## src/verilog/rv_decoder_params.svh

```systemverilog
// RV32I decoder constants
// Field widths, opcode and funct values, format, ALU and operand type codes
`ifndef RV_DECODER_PARAMS_SVH
`define RV_DECODER_PARAMS_SVH

`define RV_XLEN      32
`define RV_REG_W     5
`define RV_ALU_W     6
`define RV_FMT_W     3
`define RV_OPT_W     2

`define OPC_LUI      7'b0110111
`define OPC_AUIPC    7'b0010111
`define OPC_JAL      7'b1101111
`define OPC_JALR     7'b1100111
`define OPC_BRANCH   7'b1100011
`define OPC_LOAD     7'b0000011
`define OPC_STORE    7'b0100011
`define OPC_OPIMM    7'b0010011
`define OPC_OP       7'b0110011

`define F3_ADD_SUB   3'b000
`define F3_SRL_SRA   3'b101
`define F7_BASE      7'b0000000
`define F7_ALT       7'b0100000     // SUB and SRA

`define FMT_NONE     3'd0
`define FMT_U        3'd1
`define FMT_J        3'd2
`define FMT_I        3'd3
`define FMT_B        3'd4
`define FMT_S        3'd5
`define FMT_R        3'd6

`define ALU_LUI      6'd0
`define ALU_JAL      6'd1
`define ALU_JALR     6'd2
`define ALU_BEQ      6'd3
`define ALU_BNE      6'd4
`define ALU_BLT      6'd5
`define ALU_BGE      6'd6
`define ALU_BLTU     6'd7
`define ALU_BGEU     6'd8
`define ALU_LB       6'd9
`define ALU_LH       6'd10
`define ALU_LW       6'd11
`define ALU_LBU      6'd12
`define ALU_LHU      6'd13
`define ALU_SB       6'd14
`define ALU_SH       6'd15
`define ALU_SW       6'd16
`define ALU_ADD      6'd17
`define ALU_SUB      6'd18
`define ALU_XOR      6'd19
`define ALU_OR       6'd20
`define ALU_AND      6'd21
`define ALU_SLT      6'd22
`define ALU_SLTU     6'd23
`define ALU_SLL      6'd24
`define ALU_SRL      6'd25
`define ALU_SRA      6'd26
`define ALU_NOP      6'd63

`define OPT_NONE     2'd0
`define OPT_REG      2'd1
`define OPT_IMM      2'd2
`define OPT_PC       2'd3

`endif

```

## src/verilog/rv_decoder_pkg.sv

```systemverilog
// RV32I decoder types
// Field typedefs, inter-stage packets and instruction field helpers
`include "rv_decoder_params.svh"

package rv_decoder_pkg;

    typedef logic [`RV_XLEN-1:0]  insn_t;
    typedef logic [`RV_XLEN-1:0]  word_t;
    typedef logic [`RV_REG_W-1:0] reg_num_t;
    typedef logic [`RV_ALU_W-1:0] alucode_t;
    typedef logic [`RV_FMT_W-1:0] insn_fmt_t;
    typedef logic [`RV_OPT_W-1:0] op_type_t;

    typedef struct packed {
        insn_t     insn;
        insn_fmt_t fmt;
    } fmt_pkt_t;

    typedef struct packed {
        alucode_t alucode;
        op_type_t aluop1_type;
        op_type_t aluop2_type;
        logic     reg_we;
        logic     is_load;
        logic     is_store;
    } dec_ctrl_t;

    typedef struct packed {
        insn_t     insn;
        insn_fmt_t fmt;
        dec_ctrl_t ctrl;
    } ctrl_pkt_t;

    typedef struct packed {
        reg_num_t  srcreg1_num;
        reg_num_t  srcreg2_num;
        reg_num_t  dstreg_num;
        word_t     imm;
        dec_ctrl_t ctrl;
    } dec_out_t;

    // Invalid or unknown encoding
    localparam dec_ctrl_t CTRL_NOP = '{
        alucode:     `ALU_NOP,
        aluop1_type: `OPT_NONE,
        aluop2_type: `OPT_NONE,
        reg_we:      1'b0,
        is_load:     1'b0,
        is_store:    1'b0
    };

    function automatic logic [6:0] opcode_of(input insn_t insn);
        return insn[6:0];
    endfunction

    function automatic logic [2:0] funct3_of(input insn_t insn);
        return insn[14:12];
    endfunction

    function automatic logic [6:0] funct7_of(input insn_t insn);
        return insn[31:25];
    endfunction

    function automatic reg_num_t rd_of(input insn_t insn);
        return insn[11:7];
    endfunction

    function automatic reg_num_t rs1_of(input insn_t insn);
        return insn[19:15];
    endfunction

    function automatic reg_num_t rs2_of(input insn_t insn);
        return insn[24:20];
    endfunction

endpackage

```

## src/verilog/decode_ctrl_stage.sv

```systemverilog
// Decoder stage 2
// Turns opcode, funct3 and funct7 into the ALU code and control bundle
`include "rv_decoder_params.svh"

module decode_ctrl_stage
    import rv_decoder_pkg::*;
(
    input  logic      clk,
    input  logic      rst,
    input  logic      up_valid,
    input  fmt_pkt_t  up_pkt,
    output logic      up_ready,
    output logic      dn_valid,
    output ctrl_pkt_t dn_pkt,
    input  logic      dn_ready
);

    logic [6:0] opcode;
    logic [2:0] funct3;
    logic [6:0] funct7;
    logic       rd_nonzero;
    dec_ctrl_t  ctrl;

    // Shared by OP and OP-IMM
    function automatic alucode_t arith_alu(input logic [2:0] f3, input logic sub,
                                           input logic sra);
        alucode_t code;
        case (f3)
            `F3_ADD_SUB: code = sub ? `ALU_SUB : `ALU_ADD;
            3'b001:      code = `ALU_SLL;
            3'b010:      code = `ALU_SLT;
            3'b011:      code = `ALU_SLTU;
            3'b100:      code = `ALU_XOR;
            `F3_SRL_SRA: code = sra ? `ALU_SRA : `ALU_SRL;
            3'b110:      code = `ALU_OR;
            default:     code = `ALU_AND;
        endcase
        return code;
    endfunction

    assign opcode     = opcode_of(up_pkt.insn);
    assign funct3     = funct3_of(up_pkt.insn);
    assign funct7     = funct7_of(up_pkt.insn);
    assign rd_nonzero = rd_of(up_pkt.insn) != '0;

    always_comb begin
        ctrl = CTRL_NOP;
        if (up_pkt.fmt != `FMT_NONE) begin
            case (opcode)
                `OPC_LUI: begin
                    ctrl.alucode     = `ALU_LUI;
                    ctrl.aluop2_type = `OPT_IMM;
                    ctrl.reg_we      = 1'b1;
                end
                `OPC_AUIPC: begin
                    ctrl.alucode     = `ALU_ADD;
                    ctrl.aluop1_type = `OPT_IMM;
                    ctrl.aluop2_type = `OPT_PC;
                    ctrl.reg_we      = 1'b1;
                end
                `OPC_JAL: begin
                    ctrl.alucode     = `ALU_JAL;
                    ctrl.aluop2_type = `OPT_PC;
                    ctrl.reg_we      = rd_nonzero;  // No link write to x0
                end
                `OPC_JALR: begin
                    ctrl.alucode     = `ALU_JALR;
                    ctrl.aluop1_type = `OPT_REG;
                    ctrl.aluop2_type = `OPT_PC;
                    ctrl.reg_we      = rd_nonzero;
                end
                `OPC_BRANCH: begin
                    ctrl.aluop1_type = `OPT_REG;
                    ctrl.aluop2_type = `OPT_REG;
                    case (funct3)
                        3'b000:  ctrl.alucode = `ALU_BEQ;
                        3'b001:  ctrl.alucode = `ALU_BNE;
                        3'b100:  ctrl.alucode = `ALU_BLT;
                        3'b101:  ctrl.alucode = `ALU_BGE;
                        3'b110:  ctrl.alucode = `ALU_BLTU;
                        3'b111:  ctrl.alucode = `ALU_BGEU;
                        default: ctrl = CTRL_NOP;
                    endcase
                end
                `OPC_LOAD: begin
                    ctrl.aluop1_type = `OPT_REG;
                    ctrl.aluop2_type = `OPT_IMM;
                    ctrl.reg_we      = 1'b1;
                    ctrl.is_load     = 1'b1;
                    case (funct3)
                        3'b000:  ctrl.alucode = `ALU_LB;
                        3'b001:  ctrl.alucode = `ALU_LH;
                        3'b010:  ctrl.alucode = `ALU_LW;
                        3'b100:  ctrl.alucode = `ALU_LBU;
                        3'b101:  ctrl.alucode = `ALU_LHU;
                        default: ctrl = CTRL_NOP;
                    endcase
                end
                `OPC_STORE: begin
                    ctrl.aluop1_type = `OPT_REG;
                    ctrl.aluop2_type = `OPT_IMM;
                    ctrl.is_store    = 1'b1;
                    case (funct3)
                        3'b000:  ctrl.alucode = `ALU_SB;
                        3'b001:  ctrl.alucode = `ALU_SH;
                        3'b010:  ctrl.alucode = `ALU_SW;
                        default: ctrl = CTRL_NOP;
                    endcase
                end
                `OPC_OPIMM: begin
                    ctrl.alucode     = arith_alu(funct3, 1'b0, funct7[5]);  // No SUBI
                    ctrl.aluop1_type = `OPT_REG;
                    ctrl.aluop2_type = `OPT_IMM;
                    ctrl.reg_we      = 1'b1;
                end
                `OPC_OP: begin
                    ctrl.alucode     = arith_alu(funct3, funct7[5], funct7[5]);
                    ctrl.aluop1_type = `OPT_REG;
                    ctrl.aluop2_type = `OPT_REG;
                    ctrl.reg_we      = 1'b1;
                end
                default: ctrl = CTRL_NOP;
            endcase
        end
    end

    assign up_ready = !dn_valid || dn_ready;

    always_ff @(posedge clk) begin
        if (rst) begin
            dn_valid <= 1'b0;
        end else if (up_ready) begin
            dn_valid <= up_valid;
        end
    end

    always_ff @(posedge clk) begin
        if (up_valid && up_ready) begin
            dn_pkt <= '{insn: up_pkt.insn, fmt: up_pkt.fmt, ctrl: ctrl};
        end
    end

    a_ld_st_excl: assert property (@(posedge clk) disable iff (rst)
        dn_valid |-> !(dn_pkt.ctrl.is_load && dn_pkt.ctrl.is_store));

endmodule

```

## src/verilog/decode_format_stage.sv

```systemverilog
// Decoder stage 1
// Classifies the opcode into an instruction format and registers it with the word
`include "rv_decoder_params.svh"

module decode_format_stage
    import rv_decoder_pkg::*;
(
    input  logic     clk,
    input  logic     rst,
    input  logic     in_valid,
    input  insn_t    in_insn,
    output logic     in_ready,
    output logic     dn_valid,
    output fmt_pkt_t dn_pkt,
    input  logic     dn_ready
);

    logic [6:0] opcode;
    logic [2:0] funct3;
    logic [6:0] funct7;
    insn_fmt_t  fmt;

    assign opcode = opcode_of(in_insn);
    assign funct3 = funct3_of(in_insn);
    assign funct7 = funct7_of(in_insn);

    always_comb begin
        fmt = `FMT_NONE;
        case (opcode)
            `OPC_LUI, `OPC_AUIPC: fmt = `FMT_U;
            `OPC_JAL:             fmt = `FMT_J;
            `OPC_JALR, `OPC_OPIMM: fmt = `FMT_I;
            `OPC_LOAD: begin
                if (funct3 inside {3'b000, 3'b001, 3'b010, 3'b100, 3'b101}) begin
                    fmt = `FMT_I;
                end
            end
            `OPC_STORE: begin
                if (funct3 inside {3'b000, 3'b001, 3'b010}) begin
                    fmt = `FMT_S;
                end
            end
            `OPC_BRANCH: begin
                if (!(funct3 inside {3'b010, 3'b011})) begin
                    fmt = `FMT_B;
                end
            end
            `OPC_OP: begin
                // Alternate funct7 only for SUB and SRA, M encodings rejected
                if (funct7 == `F7_BASE ||
                    (funct7 == `F7_ALT && funct3 inside {`F3_ADD_SUB, `F3_SRL_SRA})) begin
                    fmt = `FMT_R;
                end
            end
            default: fmt = `FMT_NONE;
        endcase
    end

    assign in_ready = !dn_valid || dn_ready;    // Empty or draining

    always_ff @(posedge clk) begin
        if (rst) begin
            dn_valid <= 1'b0;
        end else if (in_ready) begin
            dn_valid <= in_valid;
        end
    end

    always_ff @(posedge clk) begin
        if (in_valid && in_ready) begin
            dn_pkt <= '{insn: in_insn, fmt: fmt};
        end
    end

    // Stalled packet must not change under the consumer
    a_stall_hold: assert property (@(posedge clk) disable iff (rst)
        dn_valid && !dn_ready |=> dn_valid && $stable(dn_pkt));

endmodule

```

## src/verilog/decode_operand_stage.sv

```systemverilog
// Decoder stage 3
// Extracts register numbers, builds the immediate and registers the final packet
`include "rv_decoder_params.svh"

module decode_operand_stage
    import rv_decoder_pkg::*;
(
    input  logic      clk,
    input  logic      rst,
    input  logic      up_valid,
    input  ctrl_pkt_t up_pkt,
    output logic      up_ready,
    output logic      out_valid,
    output dec_out_t  out_pkt,
    input  logic      out_ready
);

    insn_t     insn;
    insn_fmt_t fmt;
    reg_num_t  rs1;
    reg_num_t  rs2;
    reg_num_t  rd;
    word_t     imm;

    assign insn = up_pkt.insn;
    assign fmt  = up_pkt.fmt;

    // Unused register fields forced to x0
    assign rs1 = (fmt inside {`FMT_U, `FMT_J}) ? '0 : rs1_of(insn);
    assign rs2 = (fmt inside {`FMT_U, `FMT_J, `FMT_I}) ? '0 : rs2_of(insn);
    assign rd  = (fmt inside {`FMT_S, `FMT_B, `FMT_NONE}) ? '0 : rd_of(insn);

    always_comb begin
        case (fmt)
            `FMT_U: imm = {insn[31:12], 12'd0};
            `FMT_J: imm = {{12{insn[31]}}, insn[19:12], insn[20], insn[30:21], 1'b0};
            `FMT_I: imm = {{20{insn[31]}}, insn[31:20]};
            `FMT_B: imm = {{20{insn[31]}}, insn[7], insn[30:25], insn[11:8], 1'b0};
            `FMT_S: imm = {{20{insn[31]}}, insn[31:25], insn[11:7]};
            default: imm = '0;     // R and invalid
        endcase
    end

    assign up_ready = !out_valid || out_ready;

    always_ff @(posedge clk) begin
        if (rst) begin
            out_valid <= 1'b0;
        end else if (up_ready) begin
            out_valid <= up_valid;
        end
    end

    always_ff @(posedge clk) begin
        if (up_valid && up_ready) begin
            out_pkt <= '{
                srcreg1_num: rs1,
                srcreg2_num: rs2,
                dstreg_num:  rd,
                imm:         imm,
                ctrl:        up_pkt.ctrl
            };
        end
    end

    // A NOP leaving the decoder must never write the register file
    a_nop_no_we: assert property (@(posedge clk) disable iff (rst)
        out_valid && out_pkt.ctrl.alucode == `ALU_NOP |-> !out_pkt.ctrl.reg_we);

endmodule

```

## src/verilog/rv_decoder_top.sv

```systemverilog
// RV32I instruction decoder
// Three registered stages between the instruction stream and the decoded stream

module rv_decoder_top
    import rv_decoder_pkg::*;
(
    input  logic     clk,
    input  logic     rst,
    input  logic     in_valid,
    input  insn_t    in_insn,
    output logic     in_ready,
    output logic     out_valid,
    output dec_out_t out_pkt,
    input  logic     out_ready
);

    logic      fmt_valid;
    logic      fmt_ready;
    fmt_pkt_t  fmt_pkt;
    logic      ctrl_valid;
    logic      ctrl_ready;
    ctrl_pkt_t ctrl_pkt;

    decode_format_stage decode_format_stage_inst (
        .clk      (clk),
        .rst      (rst),
        .in_valid (in_valid),
        .in_insn  (in_insn),
        .in_ready (in_ready),
        .dn_valid (fmt_valid),
        .dn_pkt   (fmt_pkt),
        .dn_ready (fmt_ready)
    );

    decode_ctrl_stage decode_ctrl_stage_inst (
        .clk      (clk),
        .rst      (rst),
        .up_valid (fmt_valid),
        .up_pkt   (fmt_pkt),
        .up_ready (fmt_ready),
        .dn_valid (ctrl_valid),
        .dn_pkt   (ctrl_pkt),
        .dn_ready (ctrl_ready)
    );

    decode_operand_stage decode_operand_stage_inst (
        .clk       (clk),
        .rst       (rst),
        .up_valid  (ctrl_valid),
        .up_pkt    (ctrl_pkt),
        .up_ready  (ctrl_ready),
        .out_valid (out_valid),
        .out_pkt   (out_pkt),
        .out_ready (out_ready)
    );

endmodule
```

## config.mk

```make
export PLATFORM = sky130hd
export DESIGN_NAME = rv_decoder_top
export DESIGN_NICKNAME = d
export VERILOG_FILES = /design/src/verilog/rv_decoder_pkg.sv /design/src/verilog/decode_ctrl_stage.sv /design/src/verilog/decode_format_stage.sv /design/src/verilog/decode_operand_stage.sv /design/src/verilog/rv_decoder_top.sv
export VERILOG_INCLUDE_DIRS = /design/src /design/src/verilog
export SDC_FILE = /design/constraint.sdc
export NUM_CORES = 1
export LEC_CHECK = 0
export ABC_CLOCK_PERIOD_IN_PS = 7700
export BUFFER_PORTS_ARGS = -buffer_cell sky130_fd_sc_hd__buf_4
export CORE_ASPECT_RATIO = 0.5
export CORE_MARGIN = 2
export CORE_UTILIZATION = 40
export CTS_CLUSTER_SIZE = 8
export DETAILED_ROUTE_END_ITERATION = 12
export HOLD_SLACK_MARGIN = 0.06
export SYNTH_ARGS = -nofsm -noshare
export SYNTH_HDL_FRONTEND = slang
export SYNTH_SLANG_ARGS = --single-unit
```

## constraint.sdc

```tcl
create_clock -name clk -period 7.7 [get_ports clk]
set_input_delay 0.77 -clock clk [delete_from_list [all_inputs] [get_ports clk]]
set_output_delay 0.77 -clock clk [all_outputs]
set_load 0.05 [all_outputs]
```

==> metrics.txt, run 1 <==
crit path capture type=primary output; vias in the first global route=between 3000 and 4000; Slew Limit Fails=0; clk buf depth=2; R2R Setup Slk=5720 ps; Primary FF master, synth=edfxtp_1; Clock Root Buffer=clkbuf_16; Post-Syn Instances=343; Post-synth EDFFs=136; clock transition at the registers of the reported paths=about 60 ps; YS warnings=0; CTS tree=built; uppermost layer routed=met4; H-tree Lvls=4; core area=between 10000 and 15000 um2; R2R cell count=5; Hold Crit Class=flop to flop; die width=between 150 and 200 um; Max-cap violations=0; Min-Delay Endpoint=decode_ctrl_stage_inst.dn_pkt[36]$_DFFE_PP_; DR pass1 iterations=5; cell area after synthesis=around 5400 um2; # diodes=0; layout cell share with drive strength beyond 1=roughly 32%; Synth Area per Inst=approximately 16 um2; FFs w/ async S/R, synth=0%; RSZ-0062 raised after global routing=no; Yosys reg bits=about 140; Slew headroom=between 20 and 25%; hold depth=0; Final setup viols=0; DRT antenna net count=0; met3 wire len=roughly 560 um; CP arrival=between 1500 and 2000 ps; Post-Route WL=10400 um; dpl ws=around 5000 ps; fin area=between 7000 and 8000 um2; die area=between 10000 and 15000 um2; Worst Path Max Fanout=6; GP Congestion=between 0.8 and 0.9; I/O pin total=98; setup TNS=0 ps; Crit Path Category=input port to primary output; Pwr Density=around 270 nW/um2; drt wl/cell=16.3 um; worst slew pin tran=1200 ps; num rows=30; Peak VDD IR=127 uV; Layout Area Growth over Synthesis=28.7%; final worst-path cycle share=around a third; fin crit period=between 2000 and 3000 ps; total grt overflow=0; Finished Layout Cells=about 640; largest net degree at the start of global routing=61; Initial Util=around two fifths; Critical R2R Capture=decode_ctrl_stage_inst.dn_pkt[8]$_SDFFCE_PN1P_; Die Height=86.4 um; RR Startpoint=decode_format_stage_inst.dn_pkt[7]$_DFFE_PP_; hpwl dp=just over 7000 um; # resized after CTS=0; Max Clk Rate=380 MHz; CP Cell Sequence=buf_4 > nor2b_1 > nand3_1 > buf_4; status=finished, final reports clean; crit start category=input port; total CTS buffers=17; first-pass GRT wire length=between 15000 and 20000 um; DR DRC count=0; Cell variety after synth=52; drt via density=about 5; Req. time, crit path=6930 ps; Metal-1 WL=4740 um; Seq/Total Area, Yosys=76.2%; Hold Path Origin=decode_format_stage_inst.dn_pkt[23]$_DFFE_PP_; Fillers=~1100; initial antenna violation count=0; Layout Skew=between 6 and 7 ps; nets=485; final hold violations=0; Post-Place Cells=606; gr usage total=between 10% and 20%; Crit-path slowest cell=nor2b_1; post-CTS setup buffer count=0; initial DRC count=between 200 and 300; Port Buffer Count=97; Synth Net Count=379; clk_lat worst skew=420 ps; Leak=approximately 2.6 nW; # clock sinks=~140; cell with the most instances on the worst path=buf_4; Crit path max-delay family=simple AND/OR/NAND/NOR gates; placed inst area=around 6400 um2; Largest stage delay, worst path=560 ps; met2 wire length=between 4000 and 5000 um; # hold bufs at CTS=0; final setup margin=between 5000 and 6000 ps; routed vias=about 3200; Crit path buffers/inverters=2
## layout make-up
class	count	area (um2)	area share (%)
Clock buffer	17	425	6.08
Timing Repair Buffer	99	743	10.6
Tap cell	176	220	3.15
Inverter	10	37.5	0.536
Multi-Input combinational cell	182	1220	17.4
Sequential cell	139	4140	59.2
Clock inverter	15	214	3.06
## cell usage in the layout (no fill, tap or decap), types with 6 or more instances in the layout
master	synthesis	final
a21o_1	19	19
o21ai_0	9	9
nand2_1	9	9
nor3_1	6	6
nor2_1	15	15
and2_1	12	12
edfxtp_1	136	136
clkbuf_16	0	17
buf_4	3	99
nor2b_1	16	15
a21oi_1	17	17
nand3_1	10	10
nand2b_1	6	6
inv_1	10	10
## layer usage
metal,global-route usage (%),vias to the layer above
li1,-,1539
met3,4.38,15
met1,19.4,1542
met2,24.0,92
met5,0,-
met4,5.96,0
## sequential cells by signal (all words and copies together) (netlist names)
| signal | cells |
|---|---|
| decode_ctrl_stage_inst.dn_pkt | 41 |
| decode_ctrl_stage_inst.dn_valid | 1 |
| decode_format_stage_inst.dn_pkt | 35 |
| decode_format_stage_inst.dn_valid | 1 |
| decode_operand_stage_inst.out_pkt | 60 |
| decode_operand_stage_inst.out_valid | 1 |
## cells by family (layout without fill, tap and decap cells)
group           after synthesis  count (layout)  share of synthesized area, %
compound gates               78              78                          9.80
xor+xnor                      3               3                         0.483
buf+inv                      22             141                          2.05
flops                       139             139                          76.2
mux                           4               4                         0.805
simple gates                 97              97                          10.7
## worst register-to-register path, stage by stage, from the launching register on
cell and delay (ps):
edfxtp_1 570, nand2b_2 300, a211oi_2 250, o21ai_2 140, a21oi_1 250, o2111ai_1 190
## how the worst max path moves through the flow
stage	slack, ps	cells after the start	startpoint	endpoint
3_5_place_dp	5060	4	out_ready	in_ready
4_1_cts	5070	4	out_ready	in_ready
6_report	5070	4	out_ready	in_ready
2_1_floorplan	3320	2	out_ready	decode_ctrl_stage_inst.dn_pkt[0]$_SDFFCE_PN0P_
3_3_place_gp	5090	4	out_ready	in_ready
5_1_grt	5000	4	out_ready	in_ready
## report_power, final
| group | leakage (nW) | switching [W] | internal (W) |
|---|---|---|---|
| Clock | 0.311 | 0.000320 | 0.000549 |
| Sequential | 1.26 | 0.0000245 | 0.000873 |
| Combinational | 1.03 | 0.0000812 | 0.0000481 |
## cells in the mapped netlist, types with 3 or more instances
master    instances  area (um2)
edfxtp_1        136        4080
a21o_1           19         143
a21oi_1          17        85.1
nor2b_1          16         100
nor2_1           15        56.3
and2_1           12        75.1
inv_1            10        37.5
nand3_1          10        50.1
nand2_1           9        33.8
o21ai_0           9        45.0
buf_2             8        40.0
nand2b_1          6        37.5
nor3_1            6        30.0
a31oi_1           5        31.3
a22o_1            4        35.0
nor4_1            4        25.0
buf_4             3        22.5
dfxtp_1           3        60.1
mux2_2            3        33.8
nand4_1           3        18.8
o211ai_1          3        22.5
or4_1             3        22.5
## through the flow
stage	total power, W	util [%]	hold WS (ps)
CTS	0.00191	52.2	417
floorplan	0.000994	-	400
global route	0.00196	52.2	420
finish	0.00190	52.2	415
detailed placement	0.00104	47.5	405
global placement	0.00104	47.5	401
Power figures use the tool's default switching activity.
==> run 2, diff against run 1 <==
--- a/config.mk
+++ b/config.mk
@@ -6,7 +6,8 @@
 export SDC_FILE = /design/constraint.sdc
 export NUM_CORES = 1
 export LEC_CHECK = 0
-export ABC_CLOCK_PERIOD_IN_PS = 7700
+export ABC_AREA = 1
+export ABC_CLOCK_PERIOD_IN_PS = 2600
 export BUFFER_PORTS_ARGS = -buffer_cell sky130_fd_sc_hd__buf_4
 export CORE_ASPECT_RATIO = 0.5
 export CORE_MARGIN = 2
==> constraint.sdc (replaced) <==
create_clock -name clk -period 2.6 [get_ports clk]
set_input_delay 0.26 -clock clk [delete_from_list [all_inputs] [get_ports clk]]
set_output_delay 0.26 -clock clk [all_outputs]
set_load 0.05 [all_outputs]
==> metrics.txt, run 2 <==
Post-Syn Instances=421 (+23%); gr usage total=15.8% (+0.94 points); die width=169 um (unchanged); H-tree Lvls=4 (unchanged); uppermost layer routed=met4; I/O pin total=98 (unchanged); first-pass GRT wire length=17300 um (+7.4%); # hold bufs at CTS=31 (+31); Primary FF master, synth=edfxtp_1; R2R Setup Slk=980 ps (-4740 ps); nets=604 (+25%); largest net degree at the start of global routing=61 (unchanged); final hold violations=0 (unchanged); Critical R2R Capture=decode_operand_stage_inst.out_pkt[37]$_DFFE_PP_; fin crit period=about 1600 ps; Clock Root Buffer=clkbuf_16; worst slew pin tran=551 ps (-646 ps); setup TNS=0 ps (unchanged); Synth area leader=edfxtp_1; Post-synth EDFFs=136 (unchanged); Crit Path Category=flop to flop; post-CTS setup buffer count=0 (unchanged); total CTS buffers=17 (unchanged); crit path capture type=flop; FFs w/ async S/R, synth=0% (unchanged); Slew Limit Fails=0 (unchanged); num rows=30 (unchanged); routed vias=3580 (+12%); Synth Area per Inst=12.9 um2 (-19%); Commonest cells post-synth=edfxtp_1, nand2_1, nor2_1, inv_1, o21ai_0; Port Buffer Count=97 (unchanged); max reg flops=60 (unchanged); Leak=2.99 nW (+15%); Metal-1 WL=5250 um (+11%); Pwr Density=744 nW/um2 (+170%); drt wl/cell=14.6 um (-11%); footprint of the multi-input gates=1070 um2 (-12%); biggest regs=decode_operand_stage_inst.out_pkt x60, decode_ctrl_stage_inst.dn_pkt x41, decode_format_stage_inst.dn_pkt x35; cell area after synthesis=5440 um2 (unchanged); DR DRC count=0 (unchanged); hold depth=1 (+1); CP Launch Point=decode_ctrl_stage_inst.dn_pkt[14]$_DFFE_PP_; Die Height=86.4 um (unchanged); most common cell after layout, fill and taps aside=edfxtp_1; YS warnings=0 (unchanged); CTS tree=built; total grt overflow=0 (unchanged); RR Startpoint=decode_ctrl_stage_inst.dn_pkt[14]$_DFFE_PP_; Final setup viols=0 (unchanged); hpwl dp=7460 um (+4.6%); Slew headroom=63.3% (+43 points); Yosys reg bits=139 (unchanged); Layout Area Growth over Synthesis=34.7%; final worst-path cycle share=62.1%; DR pass1 iterations=5 (unchanged); Req. time, crit path=2720 ps (-4210 ps); initial DRC count=271 (+3.8%); Synth Net Count=457 (+21%); hold_ws=78.4 ps (-337 ps); # resized after CTS=0 (unchanged); status=finished, final reports clean; drt via density=4.74 (-5.1%); most frequent cell after synthesis=edfxtp_1; crit start category=flop; Max Clk Rate=roughly 620 MHz; most frequent cells in the layout=edfxtp_1, buf_4, nand2_1, nor2_1, inv_1; Layout Skew=7.66 ps (+1.14 ps); Peak VDD IR=341 uV (+170%); DRT antenna net count=0 (unchanged); core area=13400 um2 (unchanged); dpl ws=970 ps (-4090 ps); RSZ-0062 raised after global routing=no; clk buf depth=2 (unchanged); vias in the first global route=3398 (+9.9%); register area=4140 um2 (unchanged); Seq/Total Area, Yosys=76.2% (unchanged); Hold Crit Class=input port to flop; initial antenna violation count=0 (unchanged); Worst Path Max Fanout=13 (+7); met3 wire len=665 um (+20%); final setup margin=985 ps (-4080 ps); crit path capture=decode_operand_stage_inst.out_pkt[37]$_DFFE_PP_; Cell variety after synth=31 (-40%); CP arrival=1730 ps (-130 ps); # clock sinks=139 (unchanged); clk_lat worst skew=410 ps (about the same); synth top area cells=edfxtp_1, nand2_1, nor2_1, inv_1, o21ai_0; clock transition at the registers of the reported paths=60 ps (about the same); Max-cap violations=0 (unchanged); GP Congestion=0.817 (-8.5%); # diodes=0 (unchanged); die area=14600 um2 (unchanged); top cell type's share of synthesized area=75.1% (unchanged); Post-Route WL=11000 um (+5.8%); R2R cell count=5 (unchanged); met2 wire length=4970 um (about the same); Initial Util=40.6% (unchanged); layout cell share with drive strength beyond 1=26.8% (-5.5 points); register bank with the most flops=decode_operand_stage_inst.out_pkt; Fillers=1111 (-2.6%)
-- run 2: final cells by class --
class	instances	area share [%]
tap	176	3.01
clock inverter	13	2.41
clock buffer	17	5.81
inverter	57	2.96
timing repair buffer	131	14.7
sequential	139	56.6
multi-input combinational	222	14.6
-- run 2: cell families after synthesis --
group | count (synthesis) | share of synthesized area (%)
xor gates and xnor gates | 1 | 0.161
and+or+nand+nor | 174 | 14.6
AOI/OAI and AO/OA | 47 | 4.69
DFF | 139 | 76.2
buffers and inverters | 60 | 4.35
-- run 2: worst min path at each step --
stage                                                      end                                             from  slack [ps]
3_5_place_dp       decode_ctrl_stage_inst.dn_pkt[41]$_DFFE_PP_    decode_format_stage_inst.dn_pkt[28]$_DFFE_PP_         400
4_1_cts           decode_format_stage_inst.dn_pkt[8]$_DFFE_PP_                                       in_insn[5]          60
6_report          decode_format_stage_inst.dn_pkt[8]$_DFFE_PP_                                       in_insn[5]          80
5_1_grt          decode_format_stage_inst.dn_pkt[29]$_DFFE_PP_                                      in_insn[26]          70
2_1_floorplan     decode_ctrl_stage_inst.dn_valid$_SDFFE_PP0P_                                              rst         330
3_3_place_gp   decode_operand_stage_inst.out_pkt[12]$_DFFE_PP_  decode_ctrl_stage_inst.dn_pkt[12]$_SDFFCE_PN1P_         400
-- run 2: routing by layer --
| layer | track usage, % | vias up |
|---|---|---|
| met2 | 24.2 | 119 |
| met5 | 0 | - |
| li1 | - | 1762 |
| met3 | 4.29 | 10 |
| met1 | 21.8 | 1689 |
| met4 | 6.35 | 0 |
-- run 2: worst max-delay path: stages (launching register included) --
cell      delay [ps]
edfxtp_1         420
inv_1            100
nand2_2          140
nand2_1          100
nand2_1          310
o21ai_0          240
-- run 2: power breakdown --
part           total (W)  internal [W]  switching (W)
Combinational   0.000389      0.000137       0.000252
Clock            0.00247       0.00159       0.000883
Sequential       0.00259       0.00256      0.0000371
Total            0.00545       0.00428        0.00117
-- run 2: metrics by stage --
step	area, um2	cells	util (%)	total power (W)
floorplan	5450	421	-	0.00285
global placement	6410	694	47.9	0.00299
global route	7320	755	54.7	0.00563
CTS	7320	755	54.7	0.00550
finish	7320	755	54.7	0.00545
detailed placement	6410	694	47.9	0.00299
==> run 3, diff against run 2 <==
--- a/config.mk
+++ b/config.mk
@@ -7,7 +7,7 @@
 export NUM_CORES = 1
 export LEC_CHECK = 0
 export ABC_AREA = 1
-export ABC_CLOCK_PERIOD_IN_PS = 2600
+export ABC_CLOCK_PERIOD_IN_PS = 1500
 export BUFFER_PORTS_ARGS = -buffer_cell sky130_fd_sc_hd__buf_4
 export CORE_ASPECT_RATIO = 0.5
 export CORE_MARGIN = 2
==> constraint.sdc (replaced) <==
create_clock -name clk -period 1.5 [get_ports clk]
set_input_delay 0.15 -clock clk [delete_from_list [all_inputs] [get_ports clk]]
set_output_delay 0.15 -clock clk [all_outputs]
set_load 0.05 [all_outputs]
==> metrics.txt, run 3 (synthesized netlist as in run 2, its figures left out) <==
Slew Limit Fails=0 (unchanged); setup TNS=0 ps (unchanged); layout cell share with drive strength beyond 1=35.3% (+8.5 points); CP arrival=1630 ps (-100 ps); fin area=7690 um2 (+5.0%); clk_lat worst skew=400 ps (about the same); Pwr Density=1200 nW/um2 (+62%); Fillers=1096 (-1.4%); I/O pin total=98 (unchanged); Die Height=86.4 um (unchanged); internal power=0.00716 W (+67%); register bank with the most flops=decode_operand_stage_inst.out_pkt; routed vias=3618 (+1.1%); most common cell after layout, fill and taps aside=edfxtp_1; Final setup viols=0 (unchanged); gr usage total=15.5% (-0.37 points); Comb power frac=8.2% (+1.1 points); footprint of the multi-input gates=1220 um2 (+14%); Max-cap violations=0 (unchanged); Port Buffer Count=97 (unchanged); CTS tree=built; drt wl/cell=13.9 um (-4.3%); Crit Path Category=flop to flop; R2R cell count=4 (-1); Critical Path Stages=4 (-1); most frequent cells in the layout=edfxtp_1, buf_4, nand2_1, nor2_1, inv_1; Initial Util=40.6% (unchanged); die area=14600 um2 (unchanged); GP Congestion=0.917 (+12%); num rows=30 (unchanged); vias in the first global route=3412 (+0.41%); Max Clk Rate=673 MHz (+8.7%); total grt overflow=0 (unchanged); hpwl dp=7590 um (+1.7%); nets=630 (+4.3%); total CTS buffers=17 (unchanged); hold depth=6 (+5); placed inst area=6520 um2 (+1.7%); # clock sinks=139 (unchanged); fin crit period=1490 ps (-129 ps); DR DRC count=0 (unchanged); Post-Route WL=10900 um (-0.79%); final worst-path cycle share=99.1% (+37 points); DRT antenna net count=0 (unchanged); share of power burned in registers=48.6% (+1.0 points); NetSw=0.00209 W (+78%); # diodes=0 (unchanged); register area=4150 um2 (about the same); DR pass1 iterations=5 (unchanged); Layout Area Growth over Synthesis=41.5%; RSZ-0062 raised after global routing=yes; clock transition at the registers of the reported paths=60 ps (about the same); max reg flops=60 (unchanged); Slew headroom=67.4% (+4.1 points); hold_ws=232 ps (+154 ps); clk buf depth=2 (unchanged); CP Cell Sequence=nor2_1 > nor2_2 > nor3_1 > nor2_1; Layout Skew=8.51 ps (+0.849 ps); biggest regs=decode_operand_stage_inst.out_pkt x60, decode_ctrl_stage_inst.dn_pkt x41, decode_format_stage_inst.dn_pkt x35; Total Power=0.00925 W (+70%); H-tree Lvls=4 (unchanged); crit start category=flop; core area=13400 um2 (unchanged); drt via density=4.62 (-2.6%); worst slew pin tran=488 ps (-62.2 ps); final hold violations=0 (unchanged); largest net degree at the start of global routing=61 (unchanged); die width=169 um (unchanged); Hold Crit Class=input port to flop; Leak=3.15 nW (+5.5%); Req. time, crit path=1650 ps (-1070 ps); Peak VDD IR=546 uV (+60%); Worst Path Max Fanout=7 (-6); Crit path buffers/inverters=0 (-1); cell with the most instances on the worst path=nor2_1; Crit path max-delay family=simple AND/OR/NAND/NOR gates; initial antenna violation count=0 (unchanged); crit path capture type=flop; initial DRC count=196 (-28%); Clock Root Buffer=clkbuf_16; Crit-path slowest cell=edfxtp_1; status=finished, final reports clean; Largest stage delay, worst path=520 ps (+100 ps); Clock power frac=43.3% (-2.0 points); first-pass GRT wire length=17100 um (-1.6%); switching part of the total=22.6% (+1.1 points)
-- run 3: worst paths after layout --
path | slack [ps] | from | to
worst max register to register | 10 | decode_format_stage_inst.dn_pkt[17]$_DFFE_PP_ | decode_ctrl_stage_inst.dn_pkt[3]$_SDFFCE_PN0P_
worst max-delay path | 10 | decode_format_stage_inst.dn_pkt[17]$_DFFE_PP_ | decode_ctrl_stage_inst.dn_pkt[3]$_SDFFCE_PN0P_
worst min-delay path | 230 | out_ready | decode_format_stage_inst.dn_valid$_SDFFE_PP0N_
worst min register to register | 410 | decode_ctrl_stage_inst.dn_pkt[11]$_SDFFCE_PN1P_ | decode_operand_stage_inst.out_pkt[11]$_DFFE_PP_
-- run 3: routing by layer --
| metal | vias up | track usage (%) | share of wire [%] |
|---|---|---|---|
| li1 | 1818 | - | - |
| met5 | - | 0 | 0 |
| met1 | 1712 | 20.9 | 47 |
| met2 | 80 | 24.2 | 48 |
| met4 | 0 | 7.21 | 0.89 |
| met3 | 8 | 3.61 | 4.6 |
-- run 3: what timing repair did --
| action | in CTS | in global routing |
|---|---|---|
| endpoints found under the setup margin | 2 | 34 |
| buffers inserted | 2 | 11 |
| gates cloned | 0 | 0 |
| pin swaps | 0 | 13 |
| hold buffers | 35 | 0 |
| endpoints found under the hold margin | 35 | 0 |
| resized for setup | 0 | 40 |
-- run 3: power by group through the flow --
stage / clock, W / combinational (W) / sequential [W]
2_1_floorplan: 0 / 0.000229 / 0.00471
3_3_place_gp: 0 / 0.000627 / 0.00457
3_5_place_dp: 0 / 0.000629 / 0.00457
4_1_cts: 0.00408 / 0.000707 / 0.00449
5_1_grt: 0.00422 / 0.000821 / 0.00451
6_report: 0.00400 / 0.000756 / 0.00449
-- run 3: layout make-up --
| type | instances | share of cell area [%] |
|---|---|---|
| inverter | 57 | 2.91 |
| sequential | 139 | 53.9 |
| clock buffer | 17 | 5.53 |
| tap | 176 | 2.86 |
| multi-input combinational | 222 | 15.9 |
| clock inverter | 15 | 1.94 |
| timing repair buffer | 157 | 16.9 |
-- run 3: stage by stage --
stage               cells  util (%)  worst slack (ps)
floorplan             421         -              -359
finish                783      57.4              14.1
global route          783      57.4             -74.2
CTS                   772      55.7              1.59
global placement      703      48.7             -1.09
detailed placement    703      48.7             -3.88
-- run 3: worst register-to-register path: cells and delay by family, from the launching register on --
family	cells	cell delay, ps
flip-flops	1	520
AND/OR/NAND/NOR	4	710
